### src/cp0_params.svh
`ifndef CP0_PARAMS_SVH
`define CP0_PARAMS_SVH

// Joint TLB geometry
// Entry count must be a power of two that fits the index width

`define TLB_ENTRIES 16
`define TLB_IDX_W 4

// Timer reset values
// Compare starts far from Count so no timer interrupt follows reset

`define COUNT_RESET 32'h0000_0000
`define COMPARE_RESET 32'hffff_ffff

// General exception vector offset from the vector base
// Used by the fetch stage when it redirects on an exception

`define EXC_VEC_OFFSET 32'h0000_0180

`endif

### src/cp0_pkg.sv
package cp0_pkg;

    // Register address is rd concatenated with sel
    typedef enum logic [7:0] {
        addr_index    = {5'd0, 3'd0},
        addr_random   = {5'd1, 3'd0},
        addr_entrylo0 = {5'd2, 3'd0},
        addr_entrylo1 = {5'd3, 3'd0},
        addr_context  = {5'd4, 3'd0},
        addr_wired    = {5'd6, 3'd0},
        addr_badvaddr = {5'd8, 3'd0},
        addr_count    = {5'd9, 3'd0},
        addr_entryhi  = {5'd10, 3'd0},
        addr_compare  = {5'd11, 3'd0},
        addr_status   = {5'd12, 3'd0},
        addr_cause    = {5'd13, 3'd0},
        addr_epc      = {5'd14, 3'd0}
    } cp0_addr_e;

    // Exception as flagged by the memory stage
    typedef enum logic [4:0] {
        exc_none,
        exc_int,
        exc_tlbl_refill,
        exc_tlbl_invalid,
        exc_tlbs_refill,
        exc_tlbs_invalid,
        exc_mod,
        exc_adel,
        exc_ades,
        exc_sys,
        exc_bp,
        exc_ri,
        exc_ov
    } exc_type_e;

    typedef enum logic [4:0] {
        code_int  = 5'd0,
        code_mod  = 5'd1,
        code_tlbl = 5'd2,
        code_tlbs = 5'd3,
        code_adel = 5'd4,
        code_ades = 5'd5,
        code_sys  = 5'd8,
        code_bp   = 5'd9,
        code_ri   = 5'd10,
        code_ov   = 5'd12
    } exc_code_e;

endpackage

### src/tlb_pkg.sv
package tlb_pkg;

    typedef enum logic [2:0] {
        op_none  = 3'd0,
        op_tlbr  = 3'd1,
        op_tlbwi = 3'd2,
        op_tlbwr = 3'd3,
        op_tlbp  = 3'd4
    } tlb_op_e;

    // Same bit order as EntryLo bits 25..1
    typedef struct packed {
        logic [19:0] pfn;
        logic [2:0]  c;
        logic        d;
        logic        v;
    } tlb_page_t;

    typedef struct packed {
        logic [18:0]          vpn2;
        logic [7:0]           asid;
        logic                 g;
        tlb_page_t [1:0]      page;   // Index 0 is the even page
    } tlb_entry_t;

endpackage

### src/tlb_if.sv
`timescale 1ns/1ps
`include "cp0_params.svh"

interface tlb_if;
    import tlb_pkg::*;

    tlb_op_e               op;            // Already qualified by the stage
    tlb_entry_t            entry_wr;
    logic [`TLB_IDX_W-1:0] wr_index;      // Random on tlbwr, Index otherwise
    logic [18:0]           probe_vpn2;
    logic [7:0]            probe_asid;    // Also the current ASID for lookups
    tlb_entry_t            entry_rd;
    logic                  probe_found;
    logic [`TLB_IDX_W-1:0] probe_index;

    modport cp0 (
        output op,
        output entry_wr,
        output wr_index,
        output probe_vpn2,
        output probe_asid,
        input  entry_rd,
        input  probe_found,
        input  probe_index
    );

    modport tlb (
        input  op,
        input  entry_wr,
        input  wr_index,
        input  probe_vpn2,
        input  probe_asid,
        output entry_rd,
        output probe_found,
        output probe_index
    );

endinterface

### src/cp0_regs.sv
`timescale 1ns/1ps
`include "cp0_params.svh"

module cp0_regs (
    input  logic               clk,
    input  logic               reset,
    input  logic               valid,
    input  logic               mtc0,
    input  logic               eret,
    input  tlb_pkg::tlb_op_e   tlb_op,
    input  cp0_pkg::exc_type_e exc_type,
    input  logic               bd,
    input  logic [31:0]        pc,
    input  logic [31:0]        alu_result,
    input  cp0_pkg::cp0_addr_e reg_addr,
    input  logic [5:0]         ext_int,
    output logic [31:0]        rdata,
    output logic               eret_flush,
    output logic [31:0]        epc,
    output logic               int_req,
    tlb_if.cp0                 tlb
);
    import cp0_pkg::*;
    import tlb_pkg::*;

    localparam logic [`TLB_IDX_W-1:0] last_idx = `TLB_IDX_W'(`TLB_ENTRIES - 1);

    logic                  ex;
    logic                  ex_tlb;
    logic                  ex_addr;
    logic                  mtc0_we;
    tlb_op_e               tlb_go;
    exc_code_e             exc_code_next;
    logic [31:0]           bad_vaddr_next;

    logic [7:0]            status_im;
    logic                  status_exl;
    logic                  status_ie;

    logic                  cause_bd;
    logic                  cause_ti;
    logic [1:0]            cause_ip_sw;
    exc_code_e             cause_exc_code;
    logic [7:0]            cause_ip;

    logic                  tick;
    logic [31:0]           count;
    logic [31:0]           compare;

    logic                  index_p;
    logic [`TLB_IDX_W-1:0] index_idx;
    logic [`TLB_IDX_W-1:0] random_idx;
    logic [`TLB_IDX_W-1:0] wired;
    logic [18:0]           entryhi_vpn2;
    logic [7:0]            entryhi_asid;
    tlb_page_t             entrylo_page [2];
    logic                  entrylo_g [2];
    logic [8:0]            context_pte_base;
    logic [18:0]           context_bad_vpn2;
    logic [31:0]           bad_vaddr;

    assign ex         = valid && (exc_type != exc_none);
    assign mtc0_we    = valid && mtc0 && (exc_type == exc_none);
    assign eret_flush = valid && eret && (exc_type == exc_none);
    assign tlb_go     = (valid && exc_type == exc_none) ? tlb_op : op_none;

    assign ex_tlb  = ex && (exc_type inside {exc_tlbl_refill, exc_tlbl_invalid,
                                             exc_tlbs_refill, exc_tlbs_invalid, exc_mod});
    assign ex_addr = ex_tlb || (ex && (exc_type inside {exc_adel, exc_ades}));

    always_comb begin
        case (exc_type)
            exc_tlbl_refill, exc_tlbl_invalid: exc_code_next = code_tlbl;
            exc_tlbs_refill, exc_tlbs_invalid: exc_code_next = code_tlbs;
            exc_mod:  exc_code_next = code_mod;
            exc_adel: exc_code_next = code_adel;
            exc_ades: exc_code_next = code_ades;
            exc_sys:  exc_code_next = code_sys;
            exc_bp:   exc_code_next = code_bp;
            exc_ri:   exc_code_next = code_ri;
            exc_ov:   exc_code_next = code_ov;
            default:  exc_code_next = code_int;
        endcase
    end

    // A misaligned pc means the fetch faulted, otherwise the data address did
    always_comb begin
        if (exc_type == exc_adel && pc[1:0] != 2'b00) begin
            bad_vaddr_next = pc;
        end else begin
            bad_vaddr_next = alu_result;
        end
    end

    always_ff @(posedge clk) begin
        if (reset) begin
            status_im  <= '0;
            status_exl <= 1'b0;
            status_ie  <= 1'b0;
        end else begin
            if (ex) begin
                status_exl <= 1'b1;
            end else if (eret_flush) begin
                status_exl <= 1'b0;
            end else if (mtc0_we && reg_addr == addr_status) begin
                status_exl <= alu_result[1];
            end
            if (mtc0_we && reg_addr == addr_status) begin
                status_im <= alu_result[15:8];
                status_ie <= alu_result[0];
            end
        end
    end

    always_ff @(posedge clk) begin
        if (reset) begin
            cause_bd       <= 1'b0;
            cause_ti       <= 1'b0;
            cause_ip_sw    <= '0;
            cause_exc_code <= code_int;
        end else begin
            if (ex && !status_exl) begin
                cause_bd <= bd;
            end
            if (ex) begin
                cause_exc_code <= exc_code_next;
            end
            if (mtc0_we && reg_addr == addr_cause) begin
                cause_ip_sw <= alu_result[9:8];   // Only the software bits
            end
            if (mtc0_we && reg_addr == addr_compare) begin
                cause_ti <= 1'b0;                 // Writing Compare acknowledges
            end else if (count == compare) begin
                cause_ti <= 1'b1;
            end
        end
    end

    // Timer shares line 5 with the highest external interrupt
    assign cause_ip = {ext_int[5] | cause_ti, ext_int[4:0], cause_ip_sw};
    assign int_req  = status_ie && !status_exl && |(status_im & cause_ip);

    always_ff @(posedge clk) begin
        if (reset) begin
            tick    <= 1'b0;
            count   <= `COUNT_RESET;
            compare <= `COMPARE_RESET;
        end else begin
            tick <= !tick;                        // Count runs at half clock rate
            if (mtc0_we && reg_addr == addr_count) begin
                count <= alu_result;
            end else if (tick) begin
                count <= count + 32'd1;
            end
            if (mtc0_we && reg_addr == addr_compare) begin
                compare <= alu_result;
            end
        end
    end

    always_ff @(posedge clk) begin
        if (reset) begin
            random_idx <= last_idx;
            wired      <= '0;
            index_p    <= 1'b0;
            index_idx  <= '0;
        end else begin
            if (mtc0_we && reg_addr == addr_wired) begin
                wired      <= alu_result[`TLB_IDX_W-1:0];
                random_idx <= last_idx;           // Restart above the wired range
            end else if (random_idx == last_idx) begin
                random_idx <= wired;
            end else begin
                random_idx <= random_idx + 1'b1;
            end
            if (mtc0_we && reg_addr == addr_index) begin
                index_idx <= alu_result[`TLB_IDX_W-1:0];
            end else if (tlb_go == op_tlbp) begin
                index_p <= !tlb.probe_found;
                if (tlb.probe_found) begin
                    index_idx <= tlb.probe_index;
                end
            end
        end
    end

    // EntryHi ASID feeds every lookup so it starts known
    always_ff @(posedge clk) begin
        if (reset) begin
            entryhi_vpn2 <= '0;
            entryhi_asid <= '0;
        end else if (ex_tlb) begin
            entryhi_vpn2 <= alu_result[31:13];    // ASID stays for the refill handler
        end else if (mtc0_we && reg_addr == addr_entryhi) begin
            entryhi_vpn2 <= alu_result[31:13];
            entryhi_asid <= alu_result[7:0];
        end else if (tlb_go == op_tlbr) begin
            entryhi_vpn2 <= tlb.entry_rd.vpn2;
            entryhi_asid <= tlb.entry_rd.asid;
        end
    end

    always_ff @(posedge clk) begin
        for (int i = 0; i < 2; i++) begin
            if (mtc0_we && reg_addr == ((i == 0) ? addr_entrylo0 : addr_entrylo1)) begin
                entrylo_page[i] <= tlb_page_t'(alu_result[25:1]);
                entrylo_g[i]    <= alu_result[0];
            end else if (tlb_go == op_tlbr) begin
                entrylo_page[i] <= tlb.entry_rd.page[i];
                entrylo_g[i]    <= tlb.entry_rd.g;
            end
        end
    end

    always_ff @(posedge clk) begin
        if (ex_tlb) begin
            context_bad_vpn2 <= alu_result[31:13];
        end
        if (mtc0_we && reg_addr == addr_context) begin
            context_pte_base <= alu_result[31:23];
        end
        if (ex_addr) begin
            bad_vaddr <= bad_vaddr_next;
        end
        if (ex && !status_exl) begin
            epc <= bd ? pc - 32'd4 : pc;          // Point back at the branch
        end else if (mtc0_we && reg_addr == addr_epc) begin
            epc <= alu_result;
        end
    end

    assign tlb.op         = tlb_go;
    assign tlb.wr_index   = (tlb_go == op_tlbwr) ? random_idx : index_idx;
    assign tlb.probe_vpn2 = entryhi_vpn2;
    assign tlb.probe_asid = entryhi_asid;
    assign tlb.entry_wr   = '{vpn2: entryhi_vpn2,
                              asid: entryhi_asid,
                              g:    entrylo_g[0] & entrylo_g[1],
                              page: {entrylo_page[1], entrylo_page[0]}};

    always_comb begin
        case (reg_addr)
            addr_index:    rdata = {index_p, 31'(index_idx)};
            addr_random:   rdata = 32'(random_idx);
            addr_entrylo0: rdata = {6'b0, entrylo_page[0], entrylo_g[0]};
            addr_entrylo1: rdata = {6'b0, entrylo_page[1], entrylo_g[1]};
            addr_context:  rdata = {context_pte_base, context_bad_vpn2, 4'b0};
            addr_wired:    rdata = 32'(wired);
            addr_badvaddr: rdata = bad_vaddr;
            addr_count:    rdata = count;
            addr_entryhi:  rdata = {entryhi_vpn2, 5'b0, entryhi_asid};
            addr_compare:  rdata = compare;
            addr_status:   rdata = {16'b0, status_im, 6'b0, status_exl, status_ie};
            addr_cause:    rdata = {cause_bd, cause_ti, 14'b0, cause_ip, 1'b0,
                                    cause_exc_code, 2'b0};
            addr_epc:      rdata = epc;
            default:       rdata = '0;
        endcase
    end

endmodule

### src/tlb_array.sv
`timescale 1ns/1ps
`include "cp0_params.svh"

module tlb_array (
    input  logic        clk,
    input  logic        reset,
    tlb_if.tlb          tlb,
    input  logic [31:0] lookup_vaddr,
    output logic [31:0] lookup_paddr,
    output logic        lookup_miss,
    output logic        lookup_invalid,
    output logic        lookup_dirty_fault
);
    import tlb_pkg::*;

    tlb_entry_t              entries [`TLB_ENTRIES];
    logic [`TLB_ENTRIES-1:0] probe_hit;
    logic [`TLB_ENTRIES-1:0] lookup_hit;
    tlb_entry_t              lookup_entry;
    tlb_page_t               lookup_page;
    logic                    lookup_found;

    // Global entries ignore the ASID
    function automatic logic entry_match(
        input tlb_entry_t  e,
        input logic [18:0] vpn2,
        input logic [7:0]  asid
    );
        return (e.vpn2 == vpn2) && (e.g || e.asid == asid);
    endfunction

    always_ff @(posedge clk) begin
        if (reset) begin
            for (int i = 0; i < `TLB_ENTRIES; i++) begin
                entries[i] <= '0;                 // Tags and valid bits cleared
            end
        end else if (tlb.op == op_tlbwi || tlb.op == op_tlbwr) begin
            entries[tlb.wr_index] <= tlb.entry_wr;
        end
    end

    assign tlb.entry_rd = entries[tlb.wr_index];  // Index-selected outside tlbwr

    // Lowest matching entry wins if software left duplicates
    always_comb begin
        tlb.probe_index = '0;
        lookup_entry    = '0;
        for (int i = `TLB_ENTRIES - 1; i >= 0; i--) begin
            probe_hit[i]  = entry_match(entries[i], tlb.probe_vpn2, tlb.probe_asid);
            lookup_hit[i] = entry_match(entries[i], lookup_vaddr[31:13], tlb.probe_asid);
            if (probe_hit[i]) begin
                tlb.probe_index = `TLB_IDX_W'(i);
            end
            if (lookup_hit[i]) begin
                lookup_entry = entries[i];
            end
        end
    end

    assign tlb.probe_found = |probe_hit;

    assign lookup_found = |lookup_hit;
    assign lookup_page  = lookup_entry.page[lookup_vaddr[12]];   // Even or odd 4 KB page
    assign lookup_paddr = {lookup_page.pfn, lookup_vaddr[11:0]};

    assign lookup_miss        = !lookup_found;
    assign lookup_invalid     = lookup_found && !lookup_page.v;
    // Stage qualifies this with a store
    assign lookup_dirty_fault = lookup_found && lookup_page.v && !lookup_page.d;

endmodule

### src/cp0_top.sv
`timescale 1ns/1ps

module cp0_top (
    input  logic               clk,
    input  logic               reset,

    input  logic               valid,
    input  logic               mtc0,
    input  logic               eret,
    input  tlb_pkg::tlb_op_e   tlb_op,
    input  cp0_pkg::exc_type_e exc_type,
    input  logic               bd,
    input  logic [31:0]        pc,
    input  logic [31:0]        alu_result,
    input  cp0_pkg::cp0_addr_e reg_addr,
    input  logic [5:0]         ext_int,

    output logic [31:0]        rdata,
    output logic               eret_flush,
    output logic [31:0]        epc,
    output logic               int_req,

    input  logic [31:0]        lookup_vaddr,
    output logic [31:0]        lookup_paddr,
    output logic               lookup_miss,
    output logic               lookup_invalid,
    output logic               lookup_dirty_fault
);

    tlb_if tlb_bus ();

    cp0_regs cp0_regs_i (
        .clk        (clk),
        .reset      (reset),
        .valid      (valid),
        .mtc0       (mtc0),
        .eret       (eret),
        .tlb_op     (tlb_op),
        .exc_type   (exc_type),
        .bd         (bd),
        .pc         (pc),
        .alu_result (alu_result),
        .reg_addr   (reg_addr),
        .ext_int    (ext_int),
        .rdata      (rdata),
        .eret_flush (eret_flush),
        .epc        (epc),
        .int_req    (int_req),
        .tlb        (tlb_bus.cp0)
    );

    tlb_array tlb_array_i (
        .clk                (clk),
        .reset              (reset),
        .tlb                (tlb_bus.tlb),
        .lookup_vaddr       (lookup_vaddr),
        .lookup_paddr       (lookup_paddr),
        .lookup_miss        (lookup_miss),
        .lookup_invalid     (lookup_invalid),
        .lookup_dirty_fault (lookup_dirty_fault)
    );

endmodule

### config.mk
export PLATFORM = sky130hd
export DESIGN_NAME = cp0_top
export DESIGN_NICKNAME = d
export VERILOG_FILES = /design/src/cp0_pkg.sv /design/src/tlb_pkg.sv /design/src/tlb_if.sv /design/src/cp0_regs.sv /design/src/tlb_array.sv /design/src/cp0_top.sv
export VERILOG_INCLUDE_DIRS = /design/src
export SDC_FILE = /design/constraint.sdc
export NUM_CORES = 2
export LEC_CHECK = 0
export CAP_MARGIN = 20
export CORE_MARGIN = 2
export CORE_UTILIZATION = 60
export CTS_BUF_LIST = sky130_fd_sc_hd__clkbuf_4
export CTS_CLUSTER_SIZE = 12
export DETAILED_ROUTE_END_ITERATION = 7
export DONT_BUFFER_PORTS = 1
export PLACE_DENSITY_LB_ADDON = 0.25
export SKIP_LAST_GASP = 1
export SLEW_MARGIN = 20
export SYNTH_ARGS = -nofsm -noshare
export SYNTH_HDL_FRONTEND = slang
export SYNTH_HIERARCHICAL = 1
export SYNTH_SLANG_ARGS = --single-unit
export TNS_END_PERCENT = 10
### constraint.sdc
create_clock -name clk -period 8.25 [get_ports clk]
set_clock_uncertainty 0.1 [all_clocks]
set_input_delay 1.65 -clock clk [delete_from_list [all_inputs] [get_ports clk]]
set_output_delay 1.65 -clock clk [all_outputs]
set_load 0.01 [all_outputs]
Yosys cells after proc, flatten, opt, wreduce, memory -nomap -nowiden
Memory sizes are Yosys's and may differ from the RTL's.
Cells that the tools add are included.
Cells by class
  reduce and logical (&&, ||, !) cells: 104
  add/sub/neg operators: 3
  magnitude comparators: 1
  equal/unequal tests: 73
  mux-type cells: 77
  bitwise gates (word level): 9
Operator list (number)
  $mux W50: 16
  $eq A19 B19 Y1: 32
  $pmux W32 S13: 1
  $mux W32: 6
  $eq A8 B8 Y1: 16
  $mux W25: 4
  $mux W4: 22
  $mux W78: 1
  $reduce_or A78 Y1: 1
  $logic_and A1 B1 Y1: 58
  $mux W19: 3
  $eq A8 B7 Y1 const B: 7
  $add A32 B1 Y32 const B: 1
  $eq A32 B32 Y1: 1
  $reduce_or A16 Y1: 2
  $sub A32 B3 Y32 const B: 1
  $eq A5 B3 Y1 const B: 4
  $mux W1: 20
  $logic_or A1 B1 Y1: 18
  $eq A8 B5 Y1 const B: 2
  $eq A8 B6 Y1 const B: 2
  $mux W8: 2
  $reduce_bool A2 Y1: 7
  $eq A5 B2 Y1 const B: 2
  other kinds (22): 38
Word-level totals
  word-level logic and storage cells: 291
  output and inout bits: 101
  RAM bits: 1300
  register bits after elaboration: 216
  bits of input ports: 124
  memories kept: 4
  memory bits (read-only): 64
Memories
  tlb_array_i.entries: depth 16, bits a word 78, read ports 17, clocked after Yosys merged registers in 0, wr ports 16, line tlb_array.sv:16  | tlb_entry_t entries [`TLB_ENTRIES];
  (name not given): depth 16, bits a word 4, read ports 1, clocked after Yosys merged registers in 0, wr ports 0, line cp0_regs.sv:72  | case (exc_type)
  cp0_regs_i.entrylo_page: depth 2, bits a word 25, read ports 2, clocked after Yosys merged registers in 0, wr ports 2, line cp0_regs.sv:56  | tlb_page_t entrylo_page [2];
  cp0_regs_i.entrylo_g: depth 2, bits a word 1, read ports 2, clocked after Yosys merged registers in 0, wr ports 2, line cp0_regs.sv:57  | logic entrylo_g [2];

Logic depth before layout (Yosys ltp)
An unclocked memory read counts as a cell.
  word-level depth: 24
  mapped depth: 17
  mapped depth without buffers: 13

By module
The synthesis kept the hierarchy.
By module, submodules not included
  tlb_array: instances 1, cells each 5396, seq. area each 37475.9 um^2, area each 70701.6 um^2
  cp0_regs: instances 1, cells each 1518, seq. area each 6786.5 um^2, area each 14934.3 um^2

Least setup slack after synthesis
Ideal clock, no wire load.
  path kind: input to register
  from: input exc_type[2]
  to: register cp0_regs_i.bad_vaddr[0] (enable)
  path buffers: 1
  required time: 7556 ps
  data arrival time: 7374 ps
  stages on the path: 3
  setup time: 594 ps
  path slack: 182 ps
  path through: buf_2 or3_1 a2111oi_0
On the way
  longest elaborated chain between the ends: 4
  elaborated cells on any way between the ends: 14
  those cells by class: eq/ne (7); reduce/logical (7)
RTL lines
  from (decl): line cp0_top.sv:11  | input cp0_pkg::exc_type_e exc_type,
  $eq A5 B2 Y1, or another cell as far along: line cp0_regs.sv:67  | assign ex_tlb = ex && (exc_type inside {exc_tlbl_refill, exc_tlbl_invalid,
  $reduce_bool A5 Y1, or another cell as far along: line cp0_regs.sv:67
  $logic_and A1 B1 Y1, on equally long branches: line cp0_regs.sv:67, cp0_regs.sv:69
  $logic_or A1 B1 Y1 (*): line cp0_regs.sv:69  | assign ex_addr = ex_tlb || (ex && (exc_type inside {exc_adel, exc_ades}));
  named net cp0_regs_i.ex_addr: line cp0_regs.sv:30  | logic ex_addr;
  to (signal assigned): line cp0_regs.sv:223  | bad_vaddr <= bad_vaddr_next;
  to (decl): line cp0_regs.sv:60  | logic [31:0] bad_vaddr;
Mark *: on every way through the listed nets, which the timed path passes. The rest lies on a longest branch.
A chain may end at the register's enable or synchronous reset.

Final worst setup path
  from: register cp0_regs_i.entryhi_asid[1], in the netlist cp0_regs_i/tlb.probe_asid[1]
  to: output lookup_paddr[17]
On the way
  longest elaborated chain between the ends: 21
  elaborated cells on any way between the ends: 66
  those cells by class: eq/ne (16); mux (18); reduce/logical (32)
RTL lines
  from (decl): line cp0_regs.sv:55  | logic [7:0] entryhi_asid;
  from (signal assigned): line cp0_regs.sv:196  | entryhi_asid <= alu_result[7:0];
  from (signal assigned): line cp0_regs.sv:199  | entryhi_asid <= tlb.entry_rd.asid;
  $eq A8 B8 Y1: line tlb_array.sv:29  | return (e.vpn2 == vpn2) && (e.g || e.asid == asid);
  $logic_or A1 B1 Y1: line tlb_array.sv:29
  $logic_and A1 B1 Y1: line tlb_array.sv:29
  $mux W50 (15 in series): line tlb_array.sv:54  | if (lookup_hit[i]) begin
  $mux W50 (*): line tlb_array.sv:54
  $mux W25 (not written as such) (*) (2 in series): line tlb_array.sv:63  | assign lookup_page = lookup_entry.page[lookup_vaddr[12]];
  to (decl): line cp0_top.sv:24  | output logic [31:0] lookup_paddr,
Every way passes the cells marked *; elsewhere a longest branch is shown, timed or not. The select of a mux whose other input is x is not followed.

==> qor.yml <==
sta:
  fmax_ghz: 0.122
  fin_crit_sh_pct: 99.5
  setup_ws_ps: 38.1
  hold_viol: 0
  finalSetupTns_ps: 0
  tightest_slew_ps: 1300
  slew_headroom_pct: 12.6
  grt_setup_unrepaired: "false"
  maxSlewViolCount: 0
  layout_min_cycle_time_ps: 8210
  finalSetupViolations: 0
  hold_ws_ps: 252
detailed_routing:
  drt_iter0_markers: 11500
  drc: 0
  wl_um: 327000
  vias: 65400
  routedWlPerCell_um: 36.3
  avgViaCountPerCell: 7.26
  ant_nets: 0
  drt_pass1_iterations: 7
min_path:
  hold_class: "primary input to register"
global_route:
  gr-usage-all-layers_pct: 44.1
  grt-ovfl-total: 0
  grt_pass1_vias: 62700
  grt_pass1_wl_um: 457000
  grt_start_max_net_pins: 141
  antenna_found_initial: 29
power:
  clkPwrFrac_pct: 39.8
  p_sw_mw: 4.05
  power_frac_seq_pct: 54.4
  total_leakage_power_nw: 32.6
  p_comb_share_pct: 5.7
  intPower_mw: 12.3
  netSwitchingFraction_pct: 24.8
  ir_worst_vdd_mv: 0.134
  power.density_nw_per_um2: 178
setup_path:
  cp-end-kind: "output pin"
  cp_slowest_cell: "nand3_2"
  crit_path_start_kind: "register"
  path_class: "register to output pin"
  cp.required_ps: 6500
  critical_path.top_delay_family: "simple AND/OR/NAND/NOR gates"
  path_cells: "xor2_1 -> nor4_1 -> a21oi_1 -> or3_4 -> nand3_2 -> buf_4 -> nor3b_1 -> o41ai_1 -> mux4_2"
  arrival_ps: 6460
  reg2reg_slack_ps: 3330
  cp_num_buf_inv: 1
  max_stage_delay_ps: 980
  crit_fanout: 41
clocking:
  cts_tree: "built"
  insertion_delay_ps: 1400
  clkTransAtPathRegs_ps: 70
  cts_sinks: 1515
  h-tree-depth: 5
  clockBufferDepth: 4
  cts-buffers-inserted: 407
  cts_root_buffer: "clkbuf_4"
floorplanning:
  start_util_pct: 60.5
  ios: 225
  rows: 138
  dieArea_um2: 146000
  die_w_um: 382
  die_y_um: 382
  core_um2: 142000
place:
  hpwl_um: 203000
  portBuffers: 0
  routabilityCongestion: 1.02
  dpl_worst_slack_ps: 1190
synth:
  synth.cell_area_um2: 85600
  syn_nets: 7040
  avgSynthCellArea_um2: 12.4
  yosysWarnings: 6
  syn_inst: 6913
finish:
  synthToLayoutAreaGrowth_pct: 7.29
  drive_gt1_share_pct: 19.6
  final_nets: 6948
  seq_area_um2: 44300
  multi_input_area_um2: 38700
  fillerInstances: 10600
job:
  maxCapViolations: 0
run_status:
  outcome: "finished, final reports clean"
## cell type report
type	instances	share of cell area [%]
diodes	27	0.0735
clock buffers	578	4.72
clock inverters	105	0.538
inverters	31	0.127
multi-input cells	4697	42.1
flip-flops and latches	1515	48.2
well taps	1890	2.57
repair buffers	169	1.68
## stage by stage
| step | util, % | cell area (um^2) | total power, mW | cells |
|---|---|---|---|---|
| after floorplan | - | 85600 | 9.60 | 6913 |
| after global placement | 61.4 | 86900 | 9.92 | 8298 |
| after detailed placement | 61.4 | 86900 | 9.94 | 8298 |
| after CTS | 64.8 | 91800 | 16.3 | 8981 |
| after global routing | 64.9 | 91800 | 16.7 | 8993 |
| final | 64.9 | 91900 | 16.3 | 9012 |
## power by group through the flow
stage | Sequential [mW] | Combinational (mW) | Clock [mW]
global placement | 9.03 | 0.894 | 0
floorplan | 8.92 | 0.676 | 0
CTS | 8.88 | 0.907 | 6.53
detailed placement | 9.04 | 0.903 | 0
global route | 8.90 | 0.966 | 6.88
finish | 8.89 | 0.938 | 6.50
## what timing repair did
| item | in CTS | in global routing |
|---|---|---|
| gates resized for setup | 0 | 1 |
| setup endpoints to repair | 0 | 2 |
| hold buffers | 0 | 0 |
| buffers inserted | 0 | 0 |
## worst reg2reg max path, cell delays in order, from the launching register on
cell and delay, ps:
dfxtp_1 800, buf_4 370, xor2_1 300, nor4_1 80, a21oi_1 860, nor3_1 240, nor2_1 150, nand2_1 150
nor4_1 630, nand4_1 390, and2_1 330, mux2i_1 150, a211oi_1 280
## cells in the final DEF, fill, tap and decap left out, types with 16 or more instances in the layout
cell type	count
buf_12	21
and2_1	1253
a21oi_1	140
clkbuf_4	579
o21ai_0	89
nand4_1	122
nor3b_1	70
o221ai_1	45
xnor2_1	417
a211oi_1	104
o41ai_1	34
diode_2	27
mux2_2	90
nand3_1	84
nor2_1	275
a221oi_1	49
buf_4	144
edfxtp_1	1392
a22oi_1	40
xor2_1	412
dfxtp_2	20
o21a_1	35
mux2i_1	64
a222oi_1	39
dfxtp_1	103
o21ai_1	20
mux4_2	408
nand3b_1	37
clkinv_1	91
or2_4	16
and3_1	23
nand2_1	279
inv_1	29
o311ai_0	35
nor3_1	126
nor4_1	116
## state kept, by name, summed over array words and instances, names as in the netlist, 8 cells and up
name	count
cp0_regs_i/context_pte_base	9
cp0_regs_i/tlb.probe_asid	8
cp0_regs_i/epc	32
cp0_regs_i/context_bad_vpn2	19
cp0_regs_i/entrylo_page	50
cp0_regs_i/status_im	8
cp0_regs_i/count	32
cp0_regs_i/compare	32
tlb_array_i/entries	1248
cp0_regs_i/bad_vaddr	32
cp0_regs_i/tlb.probe_vpn2	19
## metal layers
layer / GRT usage (%) / share of wire (%) / wire length (um) / vias up
met5: 0 / 0.11 / 353 / -
met4: 27.9 / 7.5 / 24500 / 34
met3: 14.0 / 15 / 50300 / 1572
met2: 65.2 / 43 / 142000 / 6402
met1: 56.5 / 34 / 110000 / 31700
li1: - / - / - / 25700
## worst paths after layout
kind	start	end	depth (start not counted)
worst max-delay path	cp0_regs_i/tlb.probe_asid[1]$_SDFFE_PP0P_	lookup_paddr[17]	9
worst min-delay path	alu_result[13]	cp0_regs_i/context_bad_vpn2[0]$_DFFE_PP_	0
worst max register to register	cp0_regs_i/tlb.probe_asid[0]$_SDFFE_PP0P_	cp0_regs_i/index_idx[3]$_SDFFE_PP0P_	12
worst min register to register	cp0_regs_i/status_im[7]$_SDFFE_PP0P_	cp0_regs_i/status_im[7]$_SDFFE_PP0P_	2
Power figures use the tool's default switching activity.
